$ cat config.mk
export PLATFORM = sky130hd
export DESIGN_NAME = tx_top
export DESIGN_NICKNAME = d
export VERILOG_FILES = /design/src/hw/tx_pkg.sv /design/src/hw/hr_16t4_mux.sv /design/src/hw/prbs_gen.sv /design/src/hw/qr_4t1_mux.sv /design/src/hw/tx_cfg_port.sv /design/src/hw/tx_clk_div.sv /design/src/hw/tx_top.sv
export VERILOG_INCLUDE_DIRS = /design/src /design/src/hw
export SDC_FILE = /design/constraint.sdc
export NUM_CORES = 1
export LEC_CHECK = 0
export BUFFER_PORTS_ARGS = -buffer_cell sky130_fd_sc_hd__buf_2
export CORE_UTILIZATION = 33
export DETAILED_ROUTE_END_ITERATION = 7
export PLACE_DENSITY = 0.58
export SLEW_MARGIN = 5
export SYNTH_ARGS = -nofsm -noshare
export SYNTH_HDL_FRONTEND = slang
export SYNTH_SLANG_ARGS = --single-unit
$ cat constraint.sdc
create_clock -name tx_clk -period 2.5 [get_ports tx_clk]
set_input_delay 0.25 -clock tx_clk [delete_from_list [all_inputs] [get_ports tx_clk]]
set_output_delay 0.25 -clock tx_clk [all_outputs]
set_load 0.05 [all_outputs]
$ cat src/hw/tx_settings.svh
`ifndef TX_SETTINGS_SVH
`define TX_SETTINGS_SVH

//////////////////////////////////////////////////////////////
// Serializer dimensions
//////////////////////////////////////////////////////////////

// Parallel word width, one word per word_take
`define TX_WORD_W 16

// Quarter-rate lanes, equal to the nibble width
`define TX_LANES  4

// Phase code width, whole-bit output delay of 0 to 3 bits
`define TX_PI_W   2

`endif

$ cat src/hw/tx_pkg.sv
`include "tx_settings.svh"

package tx_pkg;

    //////////////////////////////////////////////////////////////
    // Configuration types
    //////////////////////////////////////////////////////////////

    // Word source for the serializer
    typedef enum logic {
        SRC_EXT  = 1'b0,  // External din bus
        SRC_PRBS = 1'b1   // Internal PRBS7 generator
    } tx_src_e;

    // Active configuration, five bits in total
    typedef struct packed {
        logic                enable;   // Transmitter on
        tx_src_e             src;      // Word source
        logic [`TX_PI_W-1:0] pi_code;  // Whole-bit output delay
        logic                invert;   // Swap dout_p and dout_n
    } tx_cfg_t;

    //////////////////////////////////////////////////////////////
    // Config port FSM
    //////////////////////////////////////////////////////////////

    typedef enum logic [1:0] {
        CFG_IDLE     = 2'd0,  // Waiting for cfg_req
        CFG_ACK      = 2'd1,  // cfg_ack high until cfg_req drops
        CFG_WAIT_LOW = 2'd2   // One guard cycle with ack low
    } cfg_state_e;

endpackage

$ cat src/hw/hr_16t4_mux.sv
`timescale 1ns/1ps
`include "tx_settings.svh"

module hr_16t4_mux (
    input  logic                  tx_clk,
    input  logic                  arst_n,
    input  tx_pkg::tx_cfg_t       cfg,
    input  logic [`TX_WORD_W-1:0] din,        // External word
    input  logic [`TX_WORD_W-1:0] prbs_word,  // Generator word
    input  logic                  word_take,
    input  logic                  nib_en,
    output logic [`TX_LANES-1:0]  nib         // To quarter-rate mux
);

    import tx_pkg::*;

    localparam int NIB_N = `TX_WORD_W / `TX_LANES;  // Nibbles per word
    localparam int IDX_W = $clog2(NIB_N);

    logic [`TX_WORD_W-1:0] word_q;   // Held word
    logic [IDX_W-1:0]      idx_q;    // Nibble being offered

    //////////////////////////////////////////////////////////////
    // Word capture
    //////////////////////////////////////////////////////////////

    always_ff @(posedge tx_clk) begin
        if (word_take) begin
            word_q <= (cfg.src == SRC_PRBS) ? prbs_word : din;
        end
    end

    //////////////////////////////////////////////////////////////
    // Nibble sequencing
    //////////////////////////////////////////////////////////////

    // Restart at the lowest nibble on every new word
    always_ff @(posedge tx_clk or negedge arst_n) begin
        if (!arst_n) begin
            idx_q <= '0;
        end else if (!cfg.enable || word_take) begin
            idx_q <= '0;
        end else if (nib_en) begin
            idx_q <= idx_q + 1'b1;  // Next nibble after each load
        end
    end

    // Lowest nibble first
    assign nib = word_q[idx_q*`TX_LANES +: `TX_LANES];

endmodule

$ cat src/hw/prbs_gen.sv
`timescale 1ns/1ps
`include "tx_settings.svh"

module prbs_gen (
    input  logic                  tx_clk,
    input  logic                  arst_n,
    input  tx_pkg::tx_cfg_t       cfg,
    input  logic                  word_take,  // Advance one word
    output logic [`TX_WORD_W-1:0] prbs_word   // Next word, bit 0 first out
);

    logic [6:0]            lfsr_q;     // PRBS7 state
    logic [6:0]            lfsr_nxt;   // State after one word
    logic [`TX_WORD_W-1:0] word_nxt;

    //////////////////////////////////////////////////////////////
    // Unrolled x^7+x^6+1 stepping
    //////////////////////////////////////////////////////////////

    always_comb begin : step_word
        logic [6:0] s;
        logic       fb;
        s  = lfsr_q;
        fb = 1'b0;
        for (int i = 0; i < `TX_WORD_W; i++) begin
            fb          = s[6] ^ s[5];   // Taps 7 and 6
            word_nxt[i] = fb;            // First bit to bit 0
            s           = {s[5:0], fb};
        end
        lfsr_nxt = s;
    end

    // Seed all ones while disabled so each enable restarts the sequence
    always_ff @(posedge tx_clk or negedge arst_n) begin
        if (!arst_n) begin
            lfsr_q <= '1;
        end else if (!cfg.enable) begin
            lfsr_q <= '1;
        end else if (word_take) begin
            lfsr_q <= lfsr_nxt;     // 16 steps per word
        end
    end

    // Word is ready before word_take samples it
    assign prbs_word = word_nxt;

endmodule

$ cat src/hw/qr_4t1_mux.sv
`timescale 1ns/1ps
`include "tx_settings.svh"

module qr_4t1_mux (
    input  logic                 tx_clk,
    input  logic                 arst_n,
    input  tx_pkg::tx_cfg_t      cfg,
    input  logic                 nib_en,   // Load strobe
    input  logic [`TX_LANES-1:0] nib,
    output logic                 dout_p,   // Serial pair
    output logic                 dout_n
);

    localparam int DLY_N = 1 << `TX_PI_W;  // Delay line taps

    logic [`TX_LANES-1:0] shift_q;  // Nibble shifter
    logic [DLY_N-1:0]     dly_q;    // Whole-bit delay line
    logic                 tap;
    logic                 bit_pol;

    //////////////////////////////////////////////////////////////
    // Nibble to serial and phase delay
    //////////////////////////////////////////////////////////////

    always_ff @(posedge tx_clk) begin
        if (!cfg.enable) begin
            shift_q <= '0;
            dly_q   <= '0;
        end else begin
            if (nib_en) begin
                shift_q <= nib;              // LSB leaves first
            end else begin
                shift_q <= shift_q >> 1;
            end
            dly_q <= {dly_q[DLY_N-2:0], shift_q[0]};
        end
    end

    assign tap     = dly_q[cfg.pi_code];    // Stands in for the interpolator
    assign bit_pol = tap ^ cfg.invert;      // Polarity swap

    // Output register with electrical idle
    always_ff @(posedge tx_clk or negedge arst_n) begin
        if (!arst_n) begin
            dout_p <= 1'b0;
            dout_n <= 1'b0;
        end else if (!cfg.enable) begin
            dout_p <= 1'b0;                 // Both legs low when idle
            dout_n <= 1'b0;
        end else begin
            dout_p <= bit_pol;
            dout_n <= ~bit_pol;
        end
    end

    // Pair stays complementary once the output register saw enable
    a_diff_pair: assert property (
        @(posedge tx_clk) disable iff (!arst_n)
        (cfg.enable && $past(cfg.enable)) |-> (dout_n == ~dout_p)
    ) else $error("dout_n not the inverse of dout_p while enabled");

endmodule

$ cat src/hw/tx_cfg_port.sv
`timescale 1ns/1ps

module tx_cfg_port (
    input  logic            tx_clk,
    input  logic            arst_n,
    input  logic            cfg_req,   // Four-phase request
    input  tx_pkg::tx_cfg_t cfg_data,  // Stable while cfg_req high
    output logic            cfg_ack,
    output tx_pkg::tx_cfg_t cfg        // Active configuration
);

    import tx_pkg::*;

    cfg_state_e state_q;
    cfg_state_e state_nxt;

    // Handshake sequencing
    always_comb begin
        state_nxt = state_q;
        unique case (state_q)
            CFG_IDLE: begin
                if (cfg_req) begin
                    state_nxt = CFG_ACK;      // Latch and ack together
                end
            end
            CFG_ACK: begin
                if (!cfg_req) begin
                    state_nxt = CFG_WAIT_LOW; // Ack falls one cycle after req
                end
            end
            CFG_WAIT_LOW: state_nxt = CFG_IDLE;
            default:      state_nxt = CFG_IDLE;
        endcase
    end

    // State and active config registers
    always_ff @(posedge tx_clk or negedge arst_n) begin
        if (!arst_n) begin
            state_q <= CFG_IDLE;
            cfg     <= '0;          // Disabled after reset
        end else begin
            state_q <= state_nxt;
            // Copy on entry to CFG_ACK
            if (state_q == CFG_IDLE && cfg_req) begin
                cfg <= cfg_data;
            end
        end
    end

    assign cfg_ack = (state_q == CFG_ACK);

    //////////////////////////////////////////////////////////////
    // Handshake checks
    //////////////////////////////////////////////////////////////

    // Ack only answers a pending request
    a_ack_after_req: assert property (
        @(posedge tx_clk) disable iff (!arst_n)
        $rose(cfg_ack) |-> $past(cfg_req)
    ) else $error("cfg_ack rose without cfg_req");

    // Config is frozen for the whole ack phase
    a_cfg_stable: assert property (
        @(posedge tx_clk) disable iff (!arst_n)
        (cfg_ack && $past(cfg_ack)) |-> $stable(cfg)
    ) else $error("cfg changed while cfg_ack held");

endmodule

$ cat src/hw/tx_clk_div.sv
`timescale 1ns/1ps
`include "tx_settings.svh"

module tx_clk_div (
    input  logic            tx_clk,
    input  logic            arst_n,
    input  tx_pkg::tx_cfg_t cfg,
    output logic            word_take,  // One cycle per word
    output logic            nib_en      // One cycle per nibble
);

    localparam int CNT_W  = $clog2(`TX_WORD_W);  // Bit phase within the word
    localparam int LANE_W = $clog2(`TX_LANES);   // Bit phase within the nibble

    logic [CNT_W-1:0] phase_q;

    //////////////////////////////////////////////////////////////
    // Bit-phase counter
    //////////////////////////////////////////////////////////////

    // Cleared while disabled so the first word_take
    // lands on the first edge with enable high
    always_ff @(posedge tx_clk or negedge arst_n) begin
        if (!arst_n) begin
            phase_q <= '0;
        end else if (!cfg.enable) begin
            phase_q <= '0;                // Hold at phase 0
        end else begin
            phase_q <= phase_q + 1'b1;    // Wraps every word
        end
    end

    // Word rate strobe at phase 0
    assign word_take = cfg.enable && (phase_q == '0);

    // Quarter-rate strobe one cycle after each multiple of four
    // Enable gate covers the cycle right after a disable
    assign nib_en = cfg.enable && (phase_q[LANE_W-1:0] == LANE_W'(1));

    //////////////////////////////////////////////////////////////
    // Idle check
    //////////////////////////////////////////////////////////////

    // No strobes escape while the link is idle
    a_idle_no_strobe: assert property (
        @(posedge tx_clk) disable iff (!arst_n)
        !cfg.enable |-> (!word_take && !nib_en)
    ) else $error("word_take or nib_en high while disabled");

endmodule

$ cat src/hw/tx_top.sv
`timescale 1ns/1ps
`include "tx_settings.svh"

module tx_top (
    input  logic                  tx_clk,     // Serial bit rate clock
    input  logic                  arst_n,
    input  logic                  cfg_req,
    input  tx_pkg::tx_cfg_t       cfg_data,
    output logic                  cfg_ack,
    input  logic [`TX_WORD_W-1:0] din,
    output logic                  word_take,  // din consumed this edge
    output logic                  dout_p,
    output logic                  dout_n
);

    import tx_pkg::*;

    tx_cfg_t               cfg;        // Active configuration
    logic                  nib_en;     // Quarter-rate enable
    logic [`TX_WORD_W-1:0] prbs_word;
    logic [`TX_LANES-1:0]  nib;        // Half-rate to quarter-rate lanes

    //////////////////////////////////////////////////////////////
    // Control
    //////////////////////////////////////////////////////////////

    tx_cfg_port i_cfg_port (
        .tx_clk   (tx_clk),
        .arst_n   (arst_n),
        .cfg_req  (cfg_req),
        .cfg_data (cfg_data),
        .cfg_ack  (cfg_ack),
        .cfg      (cfg)
    );

    tx_clk_div i_clk_div (
        .tx_clk    (tx_clk),
        .arst_n    (arst_n),
        .cfg       (cfg),
        .word_take (word_take),
        .nib_en    (nib_en)
    );

    //////////////////////////////////////////////////////////////
    // Datapath
    //////////////////////////////////////////////////////////////

    prbs_gen i_prbs_gen (
        .tx_clk    (tx_clk),
        .arst_n    (arst_n),
        .cfg       (cfg),
        .word_take (word_take),
        .prbs_word (prbs_word)
    );

    // 16 to 4 stage
    hr_16t4_mux i_hr_mux (
        .tx_clk    (tx_clk),
        .arst_n    (arst_n),
        .cfg       (cfg),
        .din       (din),
        .prbs_word (prbs_word),
        .word_take (word_take),
        .nib_en    (nib_en),
        .nib       (nib)
    );

    // 4 to 1 stage and output driver
    qr_4t1_mux i_qr_mux (
        .tx_clk (tx_clk),
        .arst_n (arst_n),
        .cfg    (cfg),
        .nib_en (nib_en),
        .nib    (nib),
        .dout_p (dout_p),
        .dout_n (dout_n)
    );

endmodule

==> impl_metrics.py <==
metrics = {
    "status": {
        "outcome": "finished, final reports clean",
    },
    "die": {
        "core_sq_mm": 0.00603,
        "die_width_microns": 81.5,
        "die_h_microns": 81.5,
        "initial_core_util": 0.346,
        "num_io_pins": 28,
        "fp-row-count": 28,
        "die_area_sq_mm": 0.00665,
    },
    "logic_synthesis": {
        "syn_nets": 189,
        "yosysTopAreaCell": "edfxtp_1",
        "ys_async_sr_fraction": 0.478,
        "ys_seq_area_frac": 0.575,
        "syn_avg_cell_area_sq_um": 12.9,
        "synth_top_area_frac": 0.230,
        "ys_types": 27,
        "yosysWarnings": 0,
        "synth-seq-cells": 46,
        "synth_ff_type": "edfxtp_1",
        "syn-instance-count": 162,
        "synth_area_sq_mm": 0.00209,
        "yosys-top-cells-area": "edfxtp_1 (23%), dfrtp_1 (18%), dfstp_2 (8.8%)",
        "synth-edff-count": 16,
    },
    "global_routing": {
        "grt_pass1_wl_microns": 5910,
        "grt_max_degree": 24,
        "grt-ovfl-total": 0,
        "grt_pass1_vias": 1220,
        "grtUsageTotal": 0.123,
        "antenna_found_initial": 0,
    },
    "worst_setup_path": {
        "crit_type": "reg -> out",
        "crit_path_cell_trace": "inv_2, nor4_4, buf_2",
        "critPathMaxFanout": 11,
        "cp.arrival_ns": 1.63,
        "endpoint_kind": "output pin",
        "cpPeakStageDelay_ns": 0.54,
        "worstPathRequired_ns": 2.25,
        "crit_slowest_cell": "dfrtp_1",
        "cp-start-kind": "flip-flop",
    },
    "finish": {
        "finish.utilization": 0.394,
        "diodes": 0,
        "fillCellCount": 613,
        "drive_gt1_frac": 0.312,
        "syn_to_final_growth_pct": 13.7,
        "fin_nets": 215,
        "design_area_sq_mm": 0.00237,
    },
    "routing": {
        "drt_wl_total_microns": 3510,
        "dr.first_iter.drc_count": 24,
        "drc": 0,
        "wire_per_inst_microns": 13.3,
        "detail-route-antenna-nets": 0,
        "dr.pass1.iters": 3,
        "via_per_inst": 4.52,
        "vias": 1192,
    },
    "place": {
        "io_buffers": 27,
        "dp_hpwl_microns": 2530,
        "place.gp.congestion": 0.768,
        "placed_area_sq_mm": 0.00228,
    },
    "clock_network": {
        "clkTransAtPathRegs_ns": 0.08,
        "htree_levels": 2,
        "cts_root_buf": "clkbuf_8",
        "clockBufferDepth": 2,
        "insertion_delay_ns": 0.29,
        "cts_resized": 0,
        "cts_buffers": 5,
        "cts_tree": "done",
        "cts_sinks": 46,
    },
    "sta": {
        "setup_viol": 0,
        "slew-limit-headroom": 0.635,
        "grt_setup_unrepaired": "no",
        "hold_viol_final": 0,
        "fin_tns_setup_ns": 0,
        "clock_skew_ns": 0.00908,
        "maxClockFrequency_mhz": 531,
        "worstMarginPinSlew_ns": 0.547,
        "period_share": 0.753,
        "slew_violations": 0,
        "min_period_ns": 1.88,
    },
    "pwr": {
        "ir_drop_mv": 0.602,
        "p_per_area_mw_per_mm2": 1080,
        "power.static_leakage_nw": 0.956,
    },
    "flow_run": {
        "cap_violations": 0,
    },
    "min_path": {
        "hp-class": "in -> reg",
    },
}
-- registers in the layout, summed over array words and instances (netlist names) --
name                flops
i_cfg_port.state_q      2
i_hr_mux.word_q        16
i_qr_mux.dout_p         1
i_hr_mux.idx_q          2
i_cfg_port.cfg          5
i_qr_mux.shift_q        4
i_qr_mux.dout_n         1
i_prbs_gen.lfsr_q       7
i_qr_mux.dly_q          4
i_clk_div.phase_q       4
-- critical path: cells and delay by family, from the launching register on --
kind                   cells  cell delay, ns
flip-flops                 1            0.54
AND/OR/NAND/NOR            1            0.31
buffers and inverters      2            0.48
-- cells by family after synthesis --
logic type,after synthesis,synth area share
xor gates and xnor gates,22,0.0995
and+or+nand+nor,37,0.0899
AOI/OAI and AO/OA,21,0.0707
adders and majority gates,3,0.0180
buffers and inverters,17,0.0366
muxes,16,0.110
DFF,46,0.575
-- metal layers --
layer | routed length (microns) | track usage
met1 | 1720 | 0.164
met2 | 1680 | 0.190
met3 | 81 | 0.0333
met4 | 27 | 0.0429
met5 | 0 | 0
-- cell usage in the layout (no fill, tap or decap), drive strengths merged, types with 3 or more instances in the layout --
master and instances:
buf 29, nor2 22, xnor2 17, edfxtp 16
dfrtp 15, a21oi 13, dfxtp 8, a2bb2oi 7
dfstp 7, mux2 6, and2 6, inv 6
xor2 5, mux2i 5, mux4 5, clkbuf 5
nor2b 4, ha 3
-- cell type report --
type	instances	area (sq um)	area share
tap	75	93.8	0.0396
sequential	46	1200	0.506
inverter	6	22.5	0.00949
clock inverter	3	16.3	0.00686
clock buffer	5	68.8	0.0290
timing repair buffer	30	160	0.0675
multi-input combinational	99	811	0.342
-- cells in the mapped netlist, types with 3 or more instances --
| master | number |
|---|---|
| edfxtp_1 | 16 |
| mux2i_1 | 5 |
| buf_2 | 4 |
| xnor2_1 | 15 |
| inv_1 | 5 |
| dfstp_2 | 7 |
| mux4_2 | 5 |
| dfrtp_1 | 15 |
| nor2b_1 | 4 |
| and2_1 | 6 |
| ha_1 | 3 |
| a2bb2oi_1 | 7 |
| a21oi_1 | 13 |
| nor2_1 | 22 |
| dfxtp_1 | 8 |
| clkbuf_1 | 5 |
| mux2_2 | 6 |
| xor2_1 | 5 |
-- stage by stage --
stage | cells | worst slack [ns] | hold slack, ns | total power [mW]
3_5_place_dp | 255 | 0.837 | 0.271 | 2.14
5_1_grt | 264 | 0.494 | 0.104 | 2.72
4_1_cts | 264 | 0.585 | 0.0965 | 2.59
6_report | 264 | 0.618 | 0.110 | 2.55
3_3_place_gp | 255 | 0.878 | 0.265 | 2.14
2_1_floorplan | 162 | 0.242 | -0.0456 | 1.95
-- power breakdown --
| group | internal, mW | leakage [nW] | switching [mW] | total (mW) |
|---|---|---|---|---|
| Combinational | 0.428 | 0.435 | 0.445 | 0.873 |
| Sequential | 1.06 | 0.480 | 0.181 | 1.24 |
| Clock | 0.192 | 0.0416 | 0.241 | 0.433 |
-- path summary, 6_finish.rpt --
kind / start / to / slack (ns) / depth (start not counted)
worst max-delay path: i_cfg_port.cfg[4] / word_take / 0.62 / 3
worst min-delay path: cfg_req / i_cfg_port.state_q[1] / 0.11 / 2
worst max register to register: i_cfg_port.cfg[4] / i_hr_mux.word_q[3] / 0.83 / 3
worst min register to register: i_cfg_port.state_q[1] / i_cfg_port.state_q[0] / 0.43 / 1
max in group asynchronous: arst_n / i_prbs_gen.lfsr_q[3] / 1.67 / 2
min in group asynchronous: arst_n / i_cfg_port.state_q[1] / 0.47 / 2
-- what timing repair did --
item                                   in CTS  in global routing
setup buffers                               0                  0
hold buffers                                1                  0
endpoints found under the hold margin      15                  0
(Power assumes the default switching activity.)
